[config.mk]
export PLATFORM = sky130hd
export DESIGN_NAME = load_align
export DESIGN_NICKNAME = d
export VERILOG_FILES = /design/src/logic/rv32i_pkg.sv /design/src/logic/load_align.sv
export SDC_FILE = /design/constraint.sdc
export NUM_CORES = 1
export LEC_CHECK = 0
export BUFFER_PORTS_ARGS = -buffer_cell sky130_fd_sc_hd__buf_2
export CORE_MARGIN = 2
export CORE_UTILIZATION = 28
export DETAILED_ROUTE_END_ITERATION = 8
export GPL_TIMING_DRIVEN = 0
export PLACE_DENSITY = 0.82
export SLEW_MARGIN = 10
export SYNTH_ARGS = -nofsm -noshare
export SYNTH_HDL_FRONTEND = slang
export SYNTH_SLANG_ARGS = --single-unit
[constraint.sdc]
create_clock -name vclk -period 1.67
set_input_delay 0.2505 -clock vclk [all_inputs]
set_output_delay 0.2505 -clock vclk [all_outputs]
set_load 0.02 [all_outputs]
[src/logic/rv32i_pkg.sv]
`default_nettype none

package rv32i_pkg;

    // ------------------------------------------------------------
    // Vector types
    // ------------------------------------------------------------
    typedef logic [31:0] word_t;       // Data, address or PC
    typedef logic [4:0]  reg_idx_t;
    typedef logic [63:0] order_t;      // Retire sequence number
    typedef logic [3:0]  byte_mask_t;
    typedef logic [2:0]  funct3_t;

    // ------------------------------------------------------------
    // Load/store width codes (funct3)
    // ------------------------------------------------------------
    localparam funct3_t f3_b  = 3'd0;
    localparam funct3_t f3_h  = 3'd1;
    localparam funct3_t f3_w  = 3'd2;
    localparam funct3_t f3_bu = 3'd4;
    localparam funct3_t f3_hu = 3'd5;

    // ------------------------------------------------------------
    // Writeback value select
    // ------------------------------------------------------------
    typedef enum logic [3:0] {
        alu_out_wb,
        br_en_wb,
        u_imm_wb,
        lw_wb,
        pc_plus4_wb,
        lb_wb,
        lbu_wb,
        lh_wb,
        lhu_wb
    } wb_sel_t;

endpackage

`default_nettype wire

[src/logic/load_align.sv]
`timescale 1ns/1ns
`default_nettype none

module load_align
    import rv32i_pkg::*;
(
    input  word_t      ram_rdata,
    input  logic [1:0] wb_offset,
    output word_t      ld_w,
    output word_t      ld_b,
    output word_t      ld_bu,
    output word_t      ld_h,
    output word_t      ld_hu
);

    logic [7:0]  lane_b;
    logic [15:0] lane_h;

    assign lane_b  = ram_rdata[{wb_offset, 3'b000} +: 8];
    assign lane_h  = wb_offset[1] ? ram_rdata[31:16] : ram_rdata[15:0];

    assign ld_w  = ram_rdata;
    assign ld_b  = {{24{lane_b[7]}}, lane_b};          // Sign extend
    assign ld_bu = {24'b0, lane_b};
    assign ld_h  = {{16{lane_h[15]}}, lane_h};
    assign ld_hu = {16'b0, lane_h};

endmodule

`default_nettype wire

==> summary.md <==
| Metric | Value |
|---|---|
| DR vias | `1512` |
| Die X | `75.5 µm` |
| Combinational power share | `1.000` |
| IO Port Bufs | `152` |
| Area Overhead vs Synth | `74.5%` |
| Wire per inst | `10.2 µm` |
| Initial antenna violation count | `0` |
| Clk pwr share | `0` |
| M1 GR Usage | `0.145` |
| Core area | `5010 µm²` |
| Max IR drop VDD | `0.238 mV` |
| Mapped cell area | `1430 µm²` |
| Type of origin of the critical path | `input port` |
| Clk_buf instances | `0` |
| Residual DRC | `0` |
| Drt total wl | `4.37 mm` |
| Layout cells sized above 1 | `0.889` |
| Synth unique cells | `5` |
| Final setup violation count | `0` |
| Cell Pwr Density | `458 nW/µm²` |
| Vias/cell | `3.52` |
| Routed Antenna Nets | `0` |
| Max_cap viols | `0` |
| Nets@finish | `395` |
| DPL Wire Length | `3.48 mm` |
| Global route overflow | `0` |
| Adder-cell share of the synthesized area | `0` |
| Setup repair bufs after CTS | `0` |
| Antenna diode count | `0` |
| Status | `completed` |
| DR pass1 iterations | `4` |
| Commonest non-fill, non-tap cell in the layout | `buf_2` |
| Top Usage Layer GRT | `met2` |
| Syn avg cell area | `8.67 µm²` |
| Cts hold-fix bufs | `0` |
| Lkg Pwr | `1.57 nW` |
| Hold crit path type | `in -> out` |
| CP Max Fanout | `11` |
| Sequential cell count | `0` |
| Register area share after synthesis | `0` |
| Sequential power share | `0` |
| Int Power | `0.526 mW` |
| Most frequent cells in the layout | `152 x buf_2, 136 x buf_4, 40 x conb_1` |
| Pwr Total | `1.14 mW` |
| Maximum clock rate | `624 MHz` |
| DP Worst Slack | `-133 ps` |
| Largest net degree at the start of global routing | `19` |
| Setup crit end kind | `primary output` |
| Crit path buffers/inverters | `3` |
| Overall die area | `5690 µm²` |
| Switch Pwr | `0.617 mW` |
| Starting Density | `0.285` |
| Die height | `75.5 µm` |
| Largest family of logic cells by synthesized area | `buffers and inverters` |
| WP data required | `1420 ps` |
| Setup WS post-layout | `66.7 ps` |
| Compound-Gate Fraction of Synth Area | `0` |
| Reg area | `0 µm²` |
| Cell row count | `26` |
| Sw frac | `0.540` |
| Final Critical Period | `1600 ps` |
| RSZ-0062 raised after global routing | `false` |
| Crit path kind | `in -> out` |
| Vias in the first global route | `1070` |
| Simple-Gate Fraction of Synth Area | `0` |
| Placer Congestion | `0.702` |
| Slew Limit Fails | `0` |
| Wire length of the first global-routing pass | `5.23 mm` |
| Multiplexer share of the synthesized area | `0.252` |
| Synth warn | `0` |
| I/O Pins | `194` |
| XOR/XNOR Fraction of Synth Area | `0` |
| Final number of hold-violating endpoints | `0` |
| M3 GR Usage | `0.00132` |
| GR Util met2 | `0.243` |
| Delay-heaviest family, CP | `multiplexers` |
| Fin crit share | `0.960` |
| GRT Total Usage | `0.119` |
| Post-Syn Instances | `165` |
| Max incr delay on CP | `620 ps` |
| Cell breakdown of the critical path | `buf_8 -> mux4_2 -> buf_4 -> buf_2` |
| Crit path max-delay cell type | `mux4_2` |
| Critical path arrival | `1350 ps` |
| Iteration-0 DRC Markers | `18` |
## what timing repair did
action                                  in CTS  in global routing
gates resized for setup                      3                  1
endpoints found under the setup margin      26                  8
cloned                                       3                  0
## cells in the mapped netlist, drive strengths merged
| cell type | number | share of area |
|---|---|---|
| buf | 140 | 0.75 |
| conb | 1 | 0.0026 |
| mux2 | 16 | 0.13 |
| mux4 | 8 | 0.13 |
## stage by stage
step | setup TNS [ps] | hold WS, ps | std cells | instance area, µm² | utilization
after floorplan | 0 | 614 | 204 | 1580 | -
after global placement | -2590 | 828 | 426 | 2420 | 0.484
after detailed placement | -3190 | 831 | 426 | 2420 | 0.484
after CTS | 0 | 831 | 429 | 2490 | 0.498
after global routing | 0 | 839 | 429 | 2500 | 0.498
final | 0 | 828 | 429 | 2500 | 0.498
## layer usage
metal / share of wire / up-vias
met1: 0.38 / 643
met3: 0.095 / 0
met5: 0 / -
met2: 0.53 / 110
li1: - / 759
met4: 0 / 0
## cell families after synthesis
logic type | after synthesis
other cells | 1
mux | 24
buf+inv | 140
## path summary, 6_finish.rpt
check | startpoint | end | slack, ps | cells after the start
max | wb_offset[0] | ld_bu[7] | 70 | 4
min | ram_rdata[26] | ld_w[26] | 830 | 3
## power groups by stage
stage	sequential [mW]	combinational [mW]	clock, mW
floorplan	0	0.835	0
finish	0	1.14	0
detailed placement	0	1.12	0
global placement	0	1.11	0
global route	0	1.22	0
CTS	0	1.15	0
## area by class of cell
| type | count | area (µm²) |
|---|---|---|
| tap | 70 | 87.6 |
| fill | 475 | 2510 |
| timing repair buffer | 152 | 761 |
| multi-input combinational | 67 | 578 |
| buffer | 140 | 1070 |
(Power assumes the default switching activity.)
