<file path="config.mk">
export PLATFORM = sky130hd
export DESIGN_NAME = regfile
export DESIGN_NICKNAME = d
export VERILOG_FILES = /design/src/logic/rv32i_pkg.sv /design/src/logic/regfile.sv
export SDC_FILE = /design/constraint.sdc
export NUM_CORES = 2
export LEC_CHECK = 0
export ABC_AREA = 1
export BUFFER_PORTS_ARGS = -buffer_cell sky130_fd_sc_hd__clkbuf_2
export CAP_MARGIN = 20
export CORE_UTILIZATION = 40
export CTS_CLUSTER_DIAMETER = 150
export CTS_CLUSTER_SIZE = 40
export DETAILED_ROUTE_END_ITERATION = 7
export PLACE_DENSITY = 0.58
export SLEW_MARGIN = 20
export SYNTH_ARGS = -nofsm -noshare
export SYNTH_HDL_FRONTEND = slang
export SYNTH_SLANG_ARGS = --single-unit
</file>
<file path="constraint.sdc">
create_clock -name clk -period 2.8 [get_ports clk]
set_input_delay 0.42 -clock clk [delete_from_list [all_inputs] [get_ports clk]]
set_output_delay 0.42 -clock clk [all_outputs]
set_load 0.01 [all_outputs]
</file>
<file path="src/logic/rv32i_pkg.sv">
`default_nettype none

package rv32i_pkg;

    // ------------------------------------------------------------
    // Vector types
    // ------------------------------------------------------------
    typedef logic [31:0] word_t;       // Data, address or PC
    typedef logic [4:0]  reg_idx_t;
    typedef logic [63:0] order_t;      // Retire sequence number
    typedef logic [3:0]  byte_mask_t;
    typedef logic [2:0]  funct3_t;

    // ------------------------------------------------------------
    // Load/store width codes (funct3)
    // ------------------------------------------------------------
    localparam funct3_t f3_b  = 3'd0;
    localparam funct3_t f3_h  = 3'd1;
    localparam funct3_t f3_w  = 3'd2;
    localparam funct3_t f3_bu = 3'd4;
    localparam funct3_t f3_hu = 3'd5;

    // ------------------------------------------------------------
    // Writeback value select
    // ------------------------------------------------------------
    typedef enum logic [3:0] {
        alu_out_wb,
        br_en_wb,
        u_imm_wb,
        lw_wb,
        pc_plus4_wb,
        lb_wb,
        lbu_wb,
        lh_wb,
        lhu_wb
    } wb_sel_t;

endpackage

`default_nettype wire

</file>
<file path="src/logic/regfile.sv">
`timescale 1ns/1ns
`default_nettype none

module regfile
    import rv32i_pkg::*;
(
    input  logic     clk,
    input  logic     rst,
    input  logic     wb_regf_we,
    input  reg_idx_t wb_rd_s,
    input  word_t    wb_rd_v,
    input  reg_idx_t rs1_s,
    input  reg_idx_t rs2_s,
    output word_t    rs1_v,
    output word_t    rs2_v
);

    word_t regs [32];
    logic  wr_en;

    assign wr_en = wb_regf_we && (wb_rd_s != 5'd0);    // x0 stays zero

    always_ff @(posedge clk) begin
        if (rst) begin
            for (int i = 0; i < 32; i++) begin
                regs[i] <= '0;
            end
        end else if (wr_en) begin
            regs[wb_rd_s] <= wb_rd_v;
        end
    end

    // Read ports with write-through bypass
    always_comb begin
        if (rs1_s == 5'd0) begin
            rs1_v = '0;
        end else if (wr_en && (wb_rd_s == rs1_s)) begin
            rs1_v = wb_rd_v;
        end else begin
            rs1_v = regs[rs1_s];
        end
    end

    always_comb begin
        if (rs2_s == 5'd0) begin
            rs2_v = '0;
        end else if (wr_en && (wb_rd_s == rs2_s)) begin
            rs2_v = wb_rd_v;
        end else begin
            rs2_v = regs[rs2_s];
        end
    end

endmodule

`default_nettype wire

</file>
==> results.cfg <==
[detailed_routing]
firstDrtPassIters = 8
drc = 22
via_per_inst = 5.84
postRouteAntennaNets = 0
drt_iter0_markers = 8255
wirelength_um = 238000
via_count = 54000
routedWlPerCell_um = 25.7

[layout]
final_layout_size_suffix_gt1_frac = 0.0946
regArea_um2 = 30700
instances_no_fill = 9255
top_regs = regs (1024)
n_fill_cell = 14000
area_growth_pct = 10.4
finalInstanceArea_um2 = 64100
multiInputGateArea_um2 = 22800
num-nets-final = 7395
largest_reg_flops = 1024
top_register = regs

[min_path]
whs_path_depth = 3
hold-path-endpoint = regs[18][17]$_SDFFCE_PN0P_
hp-start = wb_rd_v[17]
hold_path_class = primary input to flip-flop

[logic_synthesis]
synth-seq-cells = 1024
synth_fa_ha_area_frac = 0
synth-compound-area-share = 0.0833
synth-xor-area-share = 0.00121
yosysUniqueCellTypes = 25
seq_area_frac_synth = 0.529
yosysWarnings = 0
synth.avg_cell_area_um2 = 7.83
syn_area_um2 = 58100
synth_cells = 7417
synth_mux_area_frac = 0
yosys.area_share.simple = 0.301
synth_top_family_by_area = simple AND/OR/NAND/NOR gates

[floorplan]
die-area_um2 = 147000
coreArea_um2 = 144000
rows = 139
die_x_um = 383
start_util = 0.404
die_h_um = 383
boundaryPins = 114

[clock_network]
cts_root_buf = clkbuf_16
cts_tree = done
cts_buffers = 29
cts_max_level = 1
clock_sinks = 1024
cts_hold_buf = 0
cts.clk_slew.worst_paths_ns = 0.16
cts_buffer_depth = 3

[global_route]
grtUsageTotal = 0.314
grt_pass1_wl_um = 339000
grt_overflow = 0
grt_max_degree = 74
antenna_found_initial = 8
grt_pass1_vias = 49300

[sta]
final_max_slew_viol_count = 0
fin_crit_ns = 2.76
timing.setup.tns_ns = 0
relSlewSlack = 0.539
worstMarginPinSlew_ns = 0.691
fin_crit_sh = 0.985
setup_viol_count_final = 0
rsz0062_at_grt = true
hold_violations = 0
fmax_ghz = 0.363

[critical_path]
end_kind = output pin
cp_slowest_cell = edfxtp_1
cp_top_family = simple AND/OR/NAND/NOR gates
cp.arrival_ns = 2.34
start_kind = flip-flop
cp_num_buf_inv = 2
cp_max_fo = 2
crit_top_cell = nor2_1
crit_chain = nor2_1, nor2_1, o21ai_0, nand3_1, nand3_1, a21oi_1, buf_4, nor2_2, nor2_1, clkbuf_2
worst-endpoint-required_ns = 2.38
critical_path_class = flip-flop to output pin
critical-path-max-stage-delay_ns = 0.42

[outcome]
violations = design-rule violations
status = finished with violations

[pwr]
vdd.ir_drop.worst_mv = 0.395
p_total_mw = 30.5
power_density_nw_per_um2 = 476
p_leak_nw = 27.2

[placed_design]
dp_hpwl_um = 148000
gp_congestion = 0.914
placed_cells = 9215
post_dp_cell_area_um2 = 63200
portBuffers = 113

[flow_run]
cap_viol_max_count = 0
cells by family after synthesis:
kind of cell,Yosys count
other,1
AND/OR/NAND/NOR,4269
AO/OA/AOI/OAI,866
flip-flops,1024
buffers and inverters,1249
XOR/XNOR,8
synth_stat cells, drive strengths merged:
cell / number / share of area
conb: 1 / 0.000065
xnor2: 5 / 0.00075
o21ai: 399 / 0.034
nand4: 4 / 0.00054
clkinv: 2 / 0.00013
nand2: 1782 / 0.12
a21oi: 266 / 0.023
buf: 270 / 0.022
nor2: 1390 / 0.090
inv: 607 / 0.039
nor3: 8 / 0.00088
xor2: 3 / 0.00045
or2: 46 / 0.0050
clkbuf: 370 / 0.024
edfxtp: 1024 / 0.53
o211ai: 201 / 0.026
nand3: 1039 / 0.089
metrics by stage:
stage               hold WS (ns)  utilization  worst slack [ns]
finish                     0.230        0.446            0.0417
global placement           0.961        0.440            0.0704
floorplan                  0.659            -             0.181
detailed placement         0.976        0.440            0.0757
CTS                        0.198        0.445           0.00508
global route               0.230        0.446           -0.0376
cell type report:
type,instances,share of cell area
Sequential cell,1024,0.479
Multi-Input combinational cell,5175,0.355
Timing Repair Buffer,506,0.0798
Tap cell,1903,0.0371
Inverter,609,0.0361
Clock buffer,30,0.0114
Clock inverter,3,0.000410
Antenna cell,5,0.000195
worst min-delay path, cell delays in order:
cell and delay (ns):
clkbuf_2 0.09, inv_1 0.19, nor2_1 0.15
cells in the final DEF, fill, tap and decap left out:
cell,synthesis,layout
a21oi_1,266,259
a21oi_2,0,7
buf_12,0,124
buf_4,3,273
buf_6,0,2
buf_8,0,3
clkbuf_1,370,1
clkbuf_16,0,29
clkbuf_2,0,104
clkinv_2,0,1
conb_1,1,32
diode_2,0,5
edfxtp_1,1024,1024
inv_1,594,592
inv_2,13,11
inv_4,0,1
inv_6,0,4
inv_8,0,3
nand2_1,1782,1713
nand2_2,0,69
nand3_1,1039,1032
nand3_2,0,7
nand4_1,3,3
nand4_4,0,1
nor2_1,1389,1382
nor2_2,1,3
nor2_4,0,5
nor3_1,7,7
nor3_4,1,1
o211ai_1,201,201
o21ai_0,386,386
o21ai_1,12,12
o21ai_2,1,1
or2_2,46,46
xnor2_1,5,5
xor2_1,3,3
worst max path at each step:
stage	from	endpoint	slack (ns)	depth (start not counted)
2_1_floorplan	wb_rd_s[4]	regs[11][0]$_SDFFCE_PN0P_	0.18	10
3_3_place_gp	rs1_s[0]	rs1_v[31]	0.07	11
3_5_place_dp	rs1_s[0]	rs1_v[11]	0.08	11
4_1_cts	regs[22][30]$_SDFFCE_PN0P_	rs2_v[30]	0.005	10
5_1_grt	regs[24][30]$_SDFFCE_PN0P_	rs2_v[30]	-0.04	10
6_report	regs[22][30]$_SDFFCE_PN0P_	rs2_v[30]	0.04	10
routing by layer:
| metal | vias up | GRT usage | part of all wire |
|---|---|---|---|
| li1 | 24000 | - | - |
| met1 | 25700 | 0.425 | 0.38 |
| met2 | 3735 | 0.485 | 0.44 |
| met3 | 613 | 0.0600 | 0.12 |
| met4 | 0 | 0.145 | 0.053 |
| met5 | - | 0 | 0 |
power by group:
group	switching, mW	internal (mW)
combinational	4.09	1.76
sequential	0.368	17.7
clock	4.72	1.90
what timing repair did:
item,in CTS,in global routing
setup buffers,0,2
pin swaps,0,7
gates resized for setup,1,23
setup endpoints to repair,1,16
No activity file was read; power rests on OpenSTA's default activity.
