[src/logic/rv32i_pkg.sv]
`default_nettype none

package rv32i_pkg;

    // ------------------------------------------------------------
    // Vector types
    // ------------------------------------------------------------
    typedef logic [31:0] word_t;       // Data, address or PC
    typedef logic [4:0]  reg_idx_t;
    typedef logic [63:0] order_t;      // Retire sequence number
    typedef logic [3:0]  byte_mask_t;
    typedef logic [2:0]  funct3_t;

    // ------------------------------------------------------------
    // Load/store width codes (funct3)
    // ------------------------------------------------------------
    localparam funct3_t f3_b  = 3'd0;
    localparam funct3_t f3_h  = 3'd1;
    localparam funct3_t f3_w  = 3'd2;
    localparam funct3_t f3_bu = 3'd4;
    localparam funct3_t f3_hu = 3'd5;

    // ------------------------------------------------------------
    // Writeback value select
    // ------------------------------------------------------------
    typedef enum logic [3:0] {
        alu_out_wb,
        br_en_wb,
        u_imm_wb,
        lw_wb,
        pc_plus4_wb,
        lb_wb,
        lbu_wb,
        lh_wb,
        lhu_wb
    } wb_sel_t;

endpackage

`default_nettype wire

[src/logic/wb_stage.sv]
`timescale 1ns/1ns
`default_nettype none

module wb_stage
    import rv32i_pkg::*;
(
    input  logic    wb_valid,
    input  logic    wb_regf_we_raw,
    input  wb_sel_t wb_sel,
    input  word_t   wb_pc,
    input  word_t   wb_alu_out,
    input  word_t   wb_br_en,
    input  word_t   wb_u_imm,
    input  word_t   ld_w,
    input  word_t   ld_b,
    input  word_t   ld_bu,
    input  word_t   ld_h,
    input  word_t   ld_hu,
    output word_t   wb_rd_v,
    output logic    wb_regf_we
);

    always_comb begin
        wb_rd_v = '0;
        case (wb_sel)
            alu_out_wb:  wb_rd_v = wb_alu_out;
            br_en_wb:    wb_rd_v = wb_br_en;
            u_imm_wb:    wb_rd_v = wb_u_imm;
            lw_wb:       wb_rd_v = ld_w;
            pc_plus4_wb: wb_rd_v = wb_pc + 32'd4;      // Link value for jal/jalr
            lb_wb:       wb_rd_v = ld_b;
            lbu_wb:      wb_rd_v = ld_bu;
            lh_wb:       wb_rd_v = ld_h;
            lhu_wb:      wb_rd_v = ld_hu;
            default:     wb_rd_v = '0;
        endcase
    end

    assign wb_regf_we = wb_valid && wb_regf_we_raw;

endmodule

`default_nettype wire

[config.mk]
export PLATFORM = sky130hd
export DESIGN_NAME = wb_stage
export DESIGN_NICKNAME = d
export VERILOG_FILES = /design/src/logic/rv32i_pkg.sv /design/src/logic/wb_stage.sv
export SDC_FILE = /design/constraint.sdc
export NUM_CORES = 1
export LEC_CHECK = 0
export BUFFER_PORTS_ARGS = -buffer_cell sky130_fd_sc_hd__buf_2
export CAP_MARGIN = 20
export CORE_AREA = 2 2 127 129
export DETAILED_ROUTE_END_ITERATION = 10
export DIE_AREA = 0 0 129 131
export GPL_ROUTABILITY_DRIVEN = 0
export SETUP_SLACK_MARGIN = 0.4
export SLEW_MARGIN = 5
export SYNTH_ARGS = -nofsm -noshare
export SYNTH_HDL_FRONTEND = slang
export SYNTH_SLANG_ARGS = --single-unit
[constraint.sdc]
create_clock -name vclk -period 7.1
set_input_delay 2.13 -clock vclk [all_inputs]
set_output_delay 2.13 -clock vclk [all_outputs]
set_load 0.01 [all_outputs]
==> metrics.cfg, run 1 <==
[worst_setup_path]
timing.critical_path.mode_cell=sky130_fd_sc_hd__buf_2
timing.critical_path.fanout_max=24
worst-setup-path-type=primary input to output port
timing.critical_path.from_type=primary input
required_ps=4970
critical_path_cell_with_the_highest_stage_delay=sky130_fd_sc_hd__a311oi_1
path_cells=buf_2, buf_4, and2_0, a22oi_1, o221ai_1, a311oi_1, o21ai_1, buf_2
cp.arrival_ps=4380
worstSetupEndpointType=output port
critPathMaxStageDelay_ps=630

[layout]
layout_commonest_cell=sky130_fd_sc_hd__buf_2
final_layout_size_suffix_gt1_frac=0.505
area_delta_synth_final_pct=69.5
area.sequential_um2=0
nFlopsAndLatches=0
num-clock-buffers=0
final_net_count=1026
final_non_filler_cell_total=947
most-common-layout-cells=sky130_fd_sc_hd__buf_2 (327), sky130_fd_sc_hd__mux2i_1 (46), sky130_fd_sc_hd__nand2_1 (34), sky130_fd_sc_hd__a22oi_1 (33), sky130_fd_sc_hd__nor2_1 (29)
layout.filler_cells=1748

[logic_synthesis]
syn_avg_cell_area_um2=6.89
ys_seq_area_frac=0
yosys_warnings=0
ys_types=56
synthesized_netlist_net_count=706
syn_inst=411
syn_area_um2=2830

[timing]
slew_headroom=0.315
totalNegativeSetupSlack_ps=0
report.final.slew_viol_count=0
max_clock_freq_ghz=0.154
layout_worst_path_cycle_share=0.916
timing_hold_violations_final=0
fin_ws_ps=594
actual_slew_at_the_worst_max_slew_pin_ps=1020
setup-violations-final=0
period_minus_slack_ps=6510
grt_setup_unrepaired=no

[detailed_routing]
wirelength_um=22300
drt_iter0_drc=324
viasPerCell=5.21
met3_wire_length_um=1910
detailroute.wirelength.met2_um=10900
wl_per_cell_um=23.6
detailedRoute.firstPassIterationCount=5
antenna_left=0
wl_met1_um=9170
total_via_count_after_detailed_routing=4932
dr.max_layer_used=met5
drc=0

[placement]
place.detailed.hpwl_um=19200
place_inst=945
port_buffers=327
post-place-ws_ps=588

[floorplan]
design.die.area_um2=16900
ioPinCount=327
dieHeight_um=131
floorplan.initialDensity=0.181
core_um2=15600
fp-row-count=46
dieWidth_um=129

[worst_hold_path]
min-delay-path-class=primary input to output port

[power]
power-per-cell-area_nw_per_um2=60.1
total_leakage_power_nw=2.38
ir_drop_v=0.0000197
power.total_mw=0.288

[grt]
global_route.usage.total=0.247
grt_first_pass_wirelength_um=30600
antenna_found_initial=3
grt_pass1_vias=4853
grt_overflow=0
grt_start_max_net_pins=27

[run]
max_cap_viol_count=0

[clock_tree]
ctsHoldBuffers=0
post_cts_buffers=0
post_cts_resize_count=0

[run_status]
outcome=completed

metal layers:
layer	vias up	GRT usage
li1	2286	-
met1	2308	0.316
met2	308	0.453
met3	26	0.0309
met4	4	0.0352
met5	-	0
worst paths after layout:
path	start	to	slack (ps)	depth (start not counted)
worst max-delay path	wb_sel[0]	wb_rd_v[27]	590	8
worst min-delay path	wb_regf_we_raw	wb_regf_we	4550	3
cell usage after synthesis (10+ instances only):
cell,n,area (µm²)
sky130_fd_sc_hd__o21ai_1,10,50.1
sky130_fd_sc_hd__xor2_1,19,166
sky130_fd_sc_hd__clkbuf_1,16,60.1
sky130_fd_sc_hd__nor2_1,29,109
sky130_fd_sc_hd__a22oi_1,33,248
sky130_fd_sc_hd__o21ai_0,18,90.1
sky130_fd_sc_hd__nand3_1,23,115
sky130_fd_sc_hd__buf_2,14,70.1
sky130_fd_sc_hd__mux2i_1,46,460
sky130_fd_sc_hd__a21oi_1,15,75.1
sky130_fd_sc_hd__o22ai_1,12,75.1
sky130_fd_sc_hd__a221oi_1,15,131
sky130_fd_sc_hd__nand2_1,34,128
metrics by stage:
stage / hold WS, ps / utilization / cell area (µm²)
final: 4550 / 0.308 / 4800
after global routing: 4570 / 0.307 / 4790
after CTS: 4550 / 0.307 / 4790
after detailed placement: 4550 / 0.307 / 4790
after global placement: 4540 / 0.307 / 4790
after floorplan: 4400 / - / 2830
critical path: cells and delay by family:
| family | cells | cell delay (ps) |
|---|---|---|
| AO/OA/AOI/OAI | 4 | 1220 |
| AND/OR/NAND/NOR | 1 | 250 |
| buffers and inverters | 3 | 760 |
kinds of logic (layout without fill, tap and decap cells):
family	after synthesis	after routing	share of synthesized area
AOI/OAI and AO/OA	157	157	0.401
and+or+nand+nor	136	136	0.257
muxes	51	51	0.187
buffers and inverters	40	358	0.0698
xor gates and xnor gates	26	26	0.0805
adders and majority gates	1	1	0.00442
other	0	2	0
area by class of cell:
cell class         instances  area (µm²)  share of cell area
multi-input cells        371        2660               0.555
well taps                216         270              0.0563
diodes                     2        5.00             0.00104
inverters                  3        11.3             0.00235
repair buffers           355        1850               0.385
power by group:
group | internal [mW] | switching [mW]
registers | 0 | 0
clock network | 0.0000000378 | 0
logic | 0.134 | 0.155
total | 0.134 | 0.155
(Power assumes the default switching activity.)
==> run 2, diff against run 1 <==
==> constraint.sdc (replaced) <==
create_clock -name vclk -period 8.1
set_input_delay 2.43 -clock vclk [all_inputs]
set_output_delay 2.43 -clock vclk [all_outputs]
set_load 0.01 [all_outputs]
==> metrics.cfg, run 2 (synthesis gave the netlist of run 1 again) <==
[run_status]
outcome=completed

[power]
power-per-cell-area_nw_per_um2=52.9  ; -12%
total_leakage_power_nw=2.34  ; -1.9%
ir_drop_v=0.0000181  ; -8.0%

[clock_tree]
post_cts_buffers=0  ; unchanged
ctsHoldBuffers=0  ; unchanged
post_cts_resize_count=0  ; unchanged

[grt]
grt_use_met3=0.0358  ; +0.00489
grt-busiest-layer=met2
globalRouteMet2Util=0.442  ; -0.0118
antenna_found_initial=3  ; unchanged
grt_overflow=0  ; unchanged
grt_first_pass_wirelength_um=30200  ; -1.2%
gr-usage-met1=0.311  ; -0.00488
global_route.usage.total=0.244  ; -0.00291
grt_start_max_net_pins=31  ; +15%
grt_pass1_vias=4763  ; -1.9%

[layout]
final_non_filler_cell_total=937  ; -1.1%
num-clock-buffers=0  ; unchanged
final_layout_size_suffix_gt1_frac=0.499  ; -0.00619
area_delta_synth_final_pct=67.0
most-common-layout-cells=sky130_fd_sc_hd__buf_2 (327), sky130_fd_sc_hd__mux2i_1 (46), sky130_fd_sc_hd__nand2_1 (34), sky130_fd_sc_hd__a22oi_1 (33), sky130_fd_sc_hd__nor2_1 (29)
total_area_of_multi_input_combinational_cells_um2=2660  ; unchanged
layout_commonest_cell=sky130_fd_sc_hd__buf_2
area.sequential_um2=0  ; unchanged
layout.filler_cells=1805  ; +3.3%
final_net_count=1017  ; -0.88%
nFlopsAndLatches=0  ; unchanged
postLayoutCellArea_um2=4730  ; -1.5%

[worst_setup_path]
cp_startpoint=wb_sel[1]
worst-setup-path-type=primary input to output port
timing.critical_path.fanout_max=30  ; +25%
timing.critical_path.from_type=primary input
required_ps=5670  ; +700 ps
worstSetupEndpointType=output port
cp.arrival_ps=4640  ; +260 ps
setup.worst_path.end=wb_rd_v[9]

[detailed_routing]
wl_per_cell_um=23.8  ; +0.73%
drc=0  ; unchanged
viasPerCell=5.17  ; -0.82%
detailedRoute.firstPassIterationCount=5  ; unchanged
antenna_left=0  ; unchanged
total_via_count_after_detailed_routing=4840  ; -1.9%
drt_iter0_drc=303  ; -6.5%
wirelength_um=22300  ; -0.33%

[floorplan]
dieWidth_um=129  ; unchanged
design.die.area_um2=16900  ; unchanged
fp-row-count=46  ; unchanged
dieHeight_um=131  ; unchanged
floorplan.initialDensity=0.181  ; unchanged
ioPinCount=327  ; unchanged
core_um2=15600  ; unchanged

[timing]
totalNegativeSetupSlack_ps=0  ; unchanged
max_clock_freq_ghz=0.141
setup-violations-final=0  ; unchanged
report.final.slew_viol_count=0  ; unchanged
layout_worst_path_cycle_share=0.873
grt_setup_unrepaired=no
slew_headroom=0.331  ; +0.0159
period_minus_slack_ps=7070
actual_slew_at_the_worst_max_slew_pin_ps=996  ; -27.1 ps
timing_hold_violations_final=0  ; unchanged

[placement]
detailed_place.area_um2=4720  ; -1.4%
port_buffers=327  ; unchanged
place.detailed.hpwl_um=19200  ; about the same
place_inst=936  ; -0.95%

[run]
max_cap_viol_count=0  ; unchanged

[worst_hold_path]
min-delay-path-class=primary input to output port

-- run 2: cell count changes in the layout (fill, tap and decap cells not counted), sizes merged --
cell   change
buf        -9
diode      -1
-- run 2: where the power goes --
group          internal (mW)     total, mW  switching, mW  leakage [nW]
sequential                 0             0              0             0
clock           0.0000000165  0.0000000165              0    0.00000634
combinational          0.115         0.250          0.135          2.34
total                  0.115         0.250          0.135          2.34
-- run 2: metal layers --
layer,wire length [µm],share of wire
met1,9530,0.43
met2,10600,0.47
met3,1590,0.071
met4,561,0.025
met5,22,0.00099
-- run 2: area by class of cell --
cell class         count  area share
well taps            216      0.0572
diodes                 1    0.000529
multi-input cells    371       0.564
repair buffers       346       0.376
inverters              3     0.00238
-- run 2: worst min path at each step --
stage / endpoint / from / cells past startpoint / slack, ps
after global routing: wb_regf_we / wb_regf_we_raw / 3 / 5180
after global placement: wb_regf_we / wb_regf_we_raw / 3 / 5140
after detailed placement: wb_regf_we / wb_regf_we_raw / 3 / 5150
final: wb_regf_we / wb_regf_we_raw / 3 / 5150
after floorplan: wb_rd_v[2] / ld_hu[2] / 2 / 5000
after CTS: wb_regf_we / wb_regf_we_raw / 3 / 5150
-- run 2: critical path, stage by stage --
cell                       delay, ps
sky130_fd_sc_hd__buf_2           610
sky130_fd_sc_hd__nor2b_1         430
sky130_fd_sc_hd__buf_4           310
sky130_fd_sc_hd__a22oi_1         120
sky130_fd_sc_hd__o21ai_0         350
sky130_fd_sc_hd__a221oi_1         90
sky130_fd_sc_hd__o21ai_0         100
sky130_fd_sc_hd__buf_2           150
-- run 2: through the flow --
| step | total power, mW | hold slack [ps] | setup slack (ps) | utilization |
|---|---|---|---|---|
| after floorplan | 0.107 | 5000 | 1850 | - |
| after global placement | 0.250 | 5140 | 980 | 0.303 |
| after detailed placement | 0.249 | 5150 | 1040 | 0.303 |
| after CTS | 0.251 | 5150 | 1020 | 0.303 |
| after global routing | 0.269 | 5180 | 857 | 0.303 |
| final | 0.250 | 5150 | 1030 | 0.303 |
