<file path="config.mk">
export PLATFORM = sky130hd
export DESIGN_NAME = mem_stage
export DESIGN_NICKNAME = d
export VERILOG_FILES = /design/src/logic/rv32i_pkg.sv /design/src/logic/mem_stage.sv
export SDC_FILE = /design/constraint.sdc
export NUM_CORES = 1
export LEC_CHECK = 0
export ABC_AREA = 1
export BUFFER_PORTS_ARGS = -buffer_cell sky130_fd_sc_hd__buf_2
export CORE_UTILIZATION = 33
export DETAILED_ROUTE_END_ITERATION = 8
export PLACE_DENSITY = 0.84
export SETUP_SLACK_MARGIN = 0.4
export SYNTH_ARGS = -nofsm -noshare
export SYNTH_HDL_FRONTEND = slang
export SYNTH_SLANG_ARGS = --single-unit
</file>
<file path="constraint.sdc">
create_clock -name vclk -period 1.97
set_input_delay 0.591 -clock vclk [all_inputs]
set_output_delay 0.591 -clock vclk [all_outputs]
set_load 0.005 [all_outputs]
</file>
<file path="src/logic/rv32i_pkg.sv">
`default_nettype none

package rv32i_pkg;

    // ------------------------------------------------------------
    // Vector types
    // ------------------------------------------------------------
    typedef logic [31:0] word_t;       // Data, address or PC
    typedef logic [4:0]  reg_idx_t;
    typedef logic [63:0] order_t;      // Retire sequence number
    typedef logic [3:0]  byte_mask_t;
    typedef logic [2:0]  funct3_t;

    // ------------------------------------------------------------
    // Load/store width codes (funct3)
    // ------------------------------------------------------------
    localparam funct3_t f3_b  = 3'd0;
    localparam funct3_t f3_h  = 3'd1;
    localparam funct3_t f3_w  = 3'd2;
    localparam funct3_t f3_bu = 3'd4;
    localparam funct3_t f3_hu = 3'd5;

    // ------------------------------------------------------------
    // Writeback value select
    // ------------------------------------------------------------
    typedef enum logic [3:0] {
        alu_out_wb,
        br_en_wb,
        u_imm_wb,
        lw_wb,
        pc_plus4_wb,
        lb_wb,
        lbu_wb,
        lh_wb,
        lhu_wb
    } wb_sel_t;

endpackage

`default_nettype wire

</file>
<file path="src/logic/mem_stage.sv">
`timescale 1ns/1ns
`default_nettype none

module mem_stage
    import rv32i_pkg::*;
#(
    parameter int ram_words = 256
) (
    input  logic                         ex_valid,
    input  logic                         ex_mem_read,
    input  logic                         ex_mem_write,
    input  funct3_t                      ex_funct3,
    input  word_t                        ex_alu_out,
    input  word_t                        ex_store_v,
    output logic [$clog2(ram_words)-1:0] ram_addr,
    output byte_mask_t                   ram_wmask,
    output word_t                        ram_wdata
);

    localparam int addr_w = $clog2(ram_words);

    logic [1:0]  offset;
    logic [4:0]  lane_sh;
    logic        mem_acc;
    byte_mask_t  wmask_raw;

    assign offset   = ex_alu_out[1:0];
    assign lane_sh  = {offset, 3'b000};                // Byte offset in bits
    assign ram_addr = ex_alu_out[addr_w+1:2];          // Word index
    assign mem_acc  = ex_valid && (ex_mem_read || ex_mem_write);

    always_comb begin
        wmask_raw = 4'b1111;
        ram_wdata = ex_store_v;
        case (ex_funct3)
            f3_b, f3_bu: begin
                wmask_raw = 4'b0001 << offset;
                ram_wdata = {24'b0, ex_store_v[7:0]} << lane_sh;
            end
            f3_h, f3_hu: begin
                wmask_raw = 4'b0011 << offset;
                ram_wdata = {16'b0, ex_store_v[15:0]} << lane_sh;
            end
            default: ;                                 // Full word
        endcase
    end

    assign ram_wmask = (ex_valid && ex_mem_write) ? wmask_raw : 4'b0000;

    // Alignment and range of every data access
    always_comb begin
        if (mem_acc) begin
            a_align_h: assert final (!((ex_funct3 == f3_h || ex_funct3 == f3_hu) && offset[0]))
                else $error("misaligned half access at %h", ex_alu_out);
            a_align_w: assert final (!(ex_funct3 == f3_w && offset != 2'b00))
                else $error("misaligned word access at %h", ex_alu_out);
            a_range: assert final (ex_alu_out[31:2] < 30'(ram_words))
                else $error("data address %h beyond RAM", ex_alu_out);
        end
    end

endmodule

`default_nettype wire

</file>
==> results of run 1 <==
==> routing by layer <==
layer / GRT usage, % / vias to the layer above
met3: 1.15 / 4
li1: - / 671
met2: 37.9 / 63
met1: 27.1 / 596
met5: 0 / -
met4: 2.19 / 0
==> area by class of cell <==
type / count / area [um^2] / share of cell area, %
Multi-Input combinational cell: 120 / 752 / 49.1
Tap cell: 30 / 37.5 / 2.45
Timing Repair Buffer: 91 / 608 / 39.7
Inverter: 29 / 134 / 8.74
==> final timing paths <==
path / start / end / slack, ns / cells past startpoint
max: ex_alu_out[0] / ram_wdata[22] / -0.04 / 9
min: ex_alu_out[4] / ram_addr[2] / 1.18 / 0
==> through the flow <==
step	utilization, %	TNS (ns)	std cells	worst slack, ns
global placement	54.4	-1.92	268	-0.109
global route	61.8	-0.920	270	-0.0876
detailed placement	54.4	-2.10	268	-0.106
CTS	60.2	-0.00602	270	-0.00602
floorplan	-	0	166	0.172
finish	61.8	-0.0444	270	-0.0401
==> cell families (layout without fill, tap and decap cells) <==
kind of cell    after synthesis  in the layout
simple gates                 90             91
compound gates               29             29
buf+inv                      47            120
==> report_power, final <==
group          switching (mW)  internal (mW)  total, mW  leakage [nW]
clock                       0              0          0             0
sequential                  0              0          0             0
combinational           0.179          0.164      0.343         0.876
total                   0.179          0.164      0.343         0.876
==> synth_stat cells (2+ instances only) <==
library cell / n / share of area (%)
nand2_4: 2 / 2.6
o21ai_0: 16 / 9.2
buf_2: 2 / 1.2
buf_4: 8 / 6.9
buf_6: 7 / 9.1
nand2_1: 35 / 15
nor2_1: 18 / 7.8
nor2_8: 2 / 4.6
nand3_1: 32 / 18
inv_1: 26 / 11
a21oi_1: 10 / 5.8
==> timing repair <==
action | in CTS | in global routing
resized for setup | 36 | 13
endpoints found under the setup margin | 36 | 36
buffers inserted | 1 | 0
cloned | 1 | 0
pin swaps | 14 | 4
==> results.md, run 1 <==
- Worst hold-check path type: in -> out
- Compound-Gate Fraction of Synth Area: 18.9%
- Share of layout cells above drive strength 1: 57.1%
- Diodes inserted: 0
- Global-route wire length before repair: 4550 um
- RSZ-0062 raised after global routing: true
- DR iter-0 viols: 36
- Syn Nets: 236
- Die area: 2830 um^2
- Routed met2 length: 1510 um
- Status: complete, but fails checks
- CLK BUF: 0
- WL/cell: 11.4 um
- Finished Cell Area: 1530 um^2
- Max IR drop VDD: 117 uV
- DRT antenna net count: 0
- Fin nets: 312
- Initial Util: 34.9%
- Buffers on Ports: 74
- Area growth syn-to-layout: 76.9%
- Post-Synth XOR/XNOR Area: 0%
- Met1 wire length: 1330 um
- Vias/cell: 4.94
- Commonest non-fill, non-tap cell in the layout: buf_2
- FMAX: 497 MHz
- WP data arrival: 1.42 ns
- Maxcap violations: 0
- Main combinational cell family by area after synthesis: simple AND/OR/NAND/NOR gates
- FILL cells: 238
- P per Cell Area: 224 nW/um^2
- Chip width: 53.2 um
- Global route overflow: 0
- Initial antenna violation count: 0
- Number of global-route vias before repair: 1,098
- Area share of fa/ha/maj cells after synthesis: 0%
- Leakage: 0.876 nW
- Worst slew pin tran: 0.268 ns
- Post-route clock period utilization: 102%
- Final Max Slew Viols: 0
- Hold-fix buffers at CTS: 0
- Yosys cell types: 19
- Crit path time final: 2.01 ns
- Simple-gate share of the synthesized area: 49.4%
- Via count: 1,334
- HPWL after DPL: 2110 um
- Sequential element share of the synthesized area: 0%
- Worst path max stage delay: 0.13 ns
- Die height: 53.2 um
- Crit path max-delay family: buffers and inverters
- Setup ws final: -0.0401 ns
- Power consumption: 0.343 mW
- Avg Inst Size Synth: 5.22 um^2
- Critical Path Source Type: input pin
- Synthesized cell area: 866 um^2
- CP Capture Type: output pin
- # setup viols final: 3
- Slowest CP cell: buf_12
- Syn. warnings: 0
- Drt total wl: 3090 um
- Hold Slack: 1.18 ns
- Failing checks: negative setup slack
- Max transition margin: 82.1%
- Crit Path Class: in -> out
- Largest net degree at the start of global routing: 26
- Tot GR Track Use: 20.8%
- # rows: 18
- DP Area: 1350 um^2
- Core area: 2480 um^2
- Worst-path cell chain: buf_8 > buf_12 > inv_12 > buf_6 > nand3_2 > nand2_2 > inv_2 > a21oi_2 > buf_2
- Post-route DRC: 0
- Max Used Layer: met4
- Post-synthesis mux area share: 0%
- CP required: 1.38 ns
- Commonest cells after routing, fill and taps aside: buf_2, nand2_1, inv_1
- Crit-path max FO: 7
- WP buf/inv: 6
- Final hold violations: 0
- Pre-Repair DR Iteration Count: 4
- Seq_cells: 0
- GP Congestion: 0.760
- Register Area: 0 um^2
- IO Count: 114
- Synth Instances: 166
- DR WL met3: 231 um
Note: power is estimated with default switching activity, not from simulation.
==> run 2: changes to the inputs <==
Clock period 1.97 ns to 2.27 ns, I/O delays scaled along.
==> results.md, run 2 (synthesized netlist as in run 1, its figures left out) <==
- Die height: 53.2 um
- Commonest non-fill, non-tap cell in the layout: buf_2
- Hold path depth: 0
- Cell Count, Final, Fillers Out: 267
- GP Congestion: 0.772
- P per Cell Area: 197 nW/um^2
- Largest net degree at the start of global routing: 26
- IO Count: 114
- Drt total wl: 3490 um
- Max IR drop VDD: 136 uV
- Final hold violations: 0
- Vias/cell: 5.05
- Max Used Layer: met4
- Initial Util: 34.9%
- DRT antenna net count: 0
- Commonest cells after routing, fill and taps aside: buf_2, nand2_1, nand3_2
- Area growth syn-to-layout: 92.3%
- Buffers on Ports: 74
- Worst hold-check path type: in -> out
- DR WL met3: 193 um
- Die area: 2830 um^2
- Share of layout cells above drive strength 1: 63.7%
- WP data arrival: 1.43 ns
- Via count: 1,348
- # setup viols final: 0
- DP Area: 1290 um^2
- Register Area: 0 um^2
- # rows: 18
- RSZ-0062 raised after global routing: true
- DP Cell Count: 261
- FILL cells: 213
- Fin nets: 309
- Max transition margin: 86.1%
- Finished Cell Area: 1670 um^2
- HPWL after DPL: 2070 um
- Met1 wire length: 1440 um
- Final Max Slew Viols: 0
- Hold-fix buffers at CTS: 0
- Diodes inserted: 0
- Maxcap violations: 0
- Crit path time final: 2.11 ns
- Initial antenna violation count: 0
- CP Capture Type: output pin
- Power consumption: 0.329 mW
- Chip width: 53.2 um
- Critical Path Source Type: input pin
- Pre-Repair DR Iteration Count: 4
- Tot GR Track Use: 22.0%
- Crit-path max FO: 6
- FMAX: 474 MHz
- Area of the multi-input gates: 931 um^2
- CP required: 1.59 ns
- Worst slew pin tran: 0.208 ns
- Status: finished clean
- Global route overflow: 0
- Post-route DRC: 0
- Leakage: 0.885 nW
- Seq_cells: 0
- CLK BUF: 0
- Global-route wire length before repair: 4720 um
- WL/cell: 13.1 um
- DR iter-0 viols: 26
- Routed met2 length: 1800 um
- Number of global-route vias before repair: 1,057
- Crit Path Class: in -> out
- Post-route clock period utilization: 92.9%
- Core area: 2480 um^2
[run 2: final timing paths]
path	slack, ns	end	start
max	0.16	ram_wdata[15]	ex_alu_out[0]
min	1.36	ram_addr[2]	ex_alu_out[4]
[run 2: report_power, final]
part / internal [mW] / total (mW) / leakage, nW / switching, mW
logic: 0.148 / 0.329 / 0.885 / 0.180
registers: 0 / 0 / 0 / 0
clock network: 0 / 0 / 0 / 0
[run 2: final cells by class]
| cell class | count | area share, % |
|---|---|---|
| Multi-Input combinational cell | 124 | 55.9 |
| Timing Repair Buffer | 84 | 33.7 |
| Inverter | 29 | 8.11 |
| Tap cell | 30 | 2.25 |
[run 2: routing by layer]
| layer | vias to the layer above | global-route usage, % |
|---|---|---|
| met5 | - | 0 |
| met2 | 69 | 40.8 |
| met4 | 0 | 4.39 |
| met1 | 600 | 27.9 |
| li1 | 669 | - |
| met3 | 10 | 0.287 |
[run 2: critical path, cell delays in order]
cell     delay [ns]
buf_12         0.12
buf_6          0.14
o21ai_2        0.15
nand3_1        0.09
o21ai_0        0.10
buf_2          0.15
[run 2: repair_timing]
action,CTS,global route
endpoints found under the setup margin,36,36
cloned,4,1
pin swaps,19,9
buffers inserted,1,0
gates resized for setup,47,29
[run 2: per-stage QoR]
step / util (%) / TNS, ns / hold WS, ns / setup WS [ns]
6_report: 67.2 / 0 / 1.36 / 0.161
5_1_grt: 67.2 / 0 / 1.36 / 0.0870
4_1_cts: 61.8 / 0 / 1.36 / 0.209
3_5_place_dp: 52.3 / -0.0188 / 1.36 / -0.0109
3_3_place_gp: 52.3 / -0.0202 / 1.36 / -0.00834
2_1_floorplan: - / 0 / 1.43 / 0.292
==> run 3: changes to the inputs <==
Settings changed: ABC_AREA 1 to unset, CORE_ASPECT_RATIO set to 1.5, CORE_UTILIZATION 33 to 32, PLACE_DENSITY 0.84 to 0.86.
==> results.md, run 3 <==
- Status: finished clean
- Maxcap violations: 0
- DP Cell Count: 192
- Worst slew pin tran: 0.295 ns
- P per Cell Area: 185 nW/um^2
- Max IR drop VDD: 106 uV
- # rows: 21
- Buffers on Ports: 74
- Seq_cells: 0
- Dominant cell type by area after synthesis: a221o_1
- Synth top area share: 20.4%
- Die area: 2650 um^2
- Crit path time final: 2.26 ns
- Post-route clock period utilization: 99.5%
- Core area: 2260 um^2
- Placement Setup Slack: -0.193 ns
- Syn Nets: 169
- Slowest CP cell: a221o_1
- CLK BUF: 0
- Synth Instances: 99
- DR iter-0 viols: 9
- Drt total wl: 2950 um
- Fin nets: 250
- Commonest non-fill, non-tap cell in the layout: buf_2
- Synthesized cell area: 783 um^2
- Yosys cell types: 20
- Post-route DRC: 0
- Via count: 1,129
- Worst path max stage delay: 0.33 ns
- Power consumption: 0.276 mW
- Initial Util: 34.7%
- WP data arrival: 1.58 ns
- Final Max Slew Viols: 0
- # setup viols final: 0
- CP required: 1.59 ns
- IO Count: 114
- Crit-path max FO: 7
- Chip width: 42.4 um
- DRT antenna net count: 0
- Vias/cell: 5.62
- Hold-fix buffers at CTS: 0
- Leakage: 0.832 nW
- Core Util, Final: 66.1%
- Setup ws final: 0.0115 ns
- Sequential element share of the synthesized area: 0%
- Tot GR Track Use: 21.8%
- Critical Path Source Type: input pin
- Global-route wire length before repair: 4770 um
- DP Area: 1230 um^2
- FMAX: 443 MHz
- Crit Path Class: in -> out
- Die height: 62.6 um
- Most frequent cell after synthesis: and2_1
- RSZ-0062 raised after global routing: true
- Global route overflow: 0
- Number of global-route vias before repair: 1,062
- Max transition margin: 80.0%
- Largest net degree at the start of global routing: 19
- Synth area leaders: a221o_1, and2_1, nor4bb_1
- HPWL after DPL: 2090 um
- Cell Count, Final, Fillers Out: 201
- WP buf/inv: 3
- Worst hold-check path type: in -> out
- WL/cell: 14.7 um
- Avg Inst Size Synth: 7.91 um^2
- Area growth syn-to-layout: 90.6%
- Final hold violations: 0
- Finished Cell Area: 1490 um^2
- Commonest cells after routing, fill and taps aside: buf_2, and2_1, a221o_1
- CP Capture Type: output pin
- Share of layout cells above drive strength 1: 67.4%
- Diodes inserted: 0
- Crit path max-delay family: buffers and inverters
- Worst-path cell chain: buf_12 > nor4bb_4 > buf_4 > a221o_1 > buf_2
- Pre-Repair DR Iteration Count: 3
- GP Congestion: 0.814
- Register Area: 0 um^2
- Post-synth top cells: and2_1, a221o_1, nor4bb_1
- Initial antenna violation count: 0
- Syn. warnings: 0
-- run 3: path summary, 6_finish.rpt --
path	to	from	slack [ns]	depth (start not counted)
max	ram_wdata[21]	ex_alu_out[0]	0.01	5
min	ram_addr[0]	ex_alu_out[2]	1.36	0
-- run 3: cell type report --
type | count | area [um^2]
fill | 202 | 767
inverter | 1 | 3.75
multi-input combinational | 78 | 783
tap | 23 | 28.8
timing repair buffer | 99 | 677
-- run 3: kinds of logic after synthesis --
logic type | count (synthesis) | synth area share, %
compound gates | 30 | 34.0
buf+inv | 21 | 16.1
simple gates | 48 | 49.8
-- run 3: layer usage --
metal	global-route usage (%)	routed length, um	vias up
met1	24.9	1110	516
met3	1.16	160	8
met5	0	0	-
met4	6.25	53	0
met2	41.7	1620	54
li1	-	-	551
-- run 3: through the flow --
stage | TNS, ns | hold WS (ns)
final | 0 | 1.36
after global routing | -0.110 | 1.36
after CTS | 0 | 1.36
after detailed placement | -1.98 | 1.36
after global placement | -1.79 | 1.36
after floorplan | 0 | 1.44
-- run 3: what timing repair did --
action,4_1_cts,5_1_grt
endpoints found under the hold margin,0,0
pin swaps,13,5
setup buffers,7,0
gates resized for setup,30,8
endpoints found under the setup margin,36,36
gates cloned,2,0
-- run 3: where the power goes --
part,internal [mW],switching [mW],total (mW)
clock network,0,0,0
logic,0.170,0.106,0.276
registers,0,0,0
total,0.170,0.106,0.276
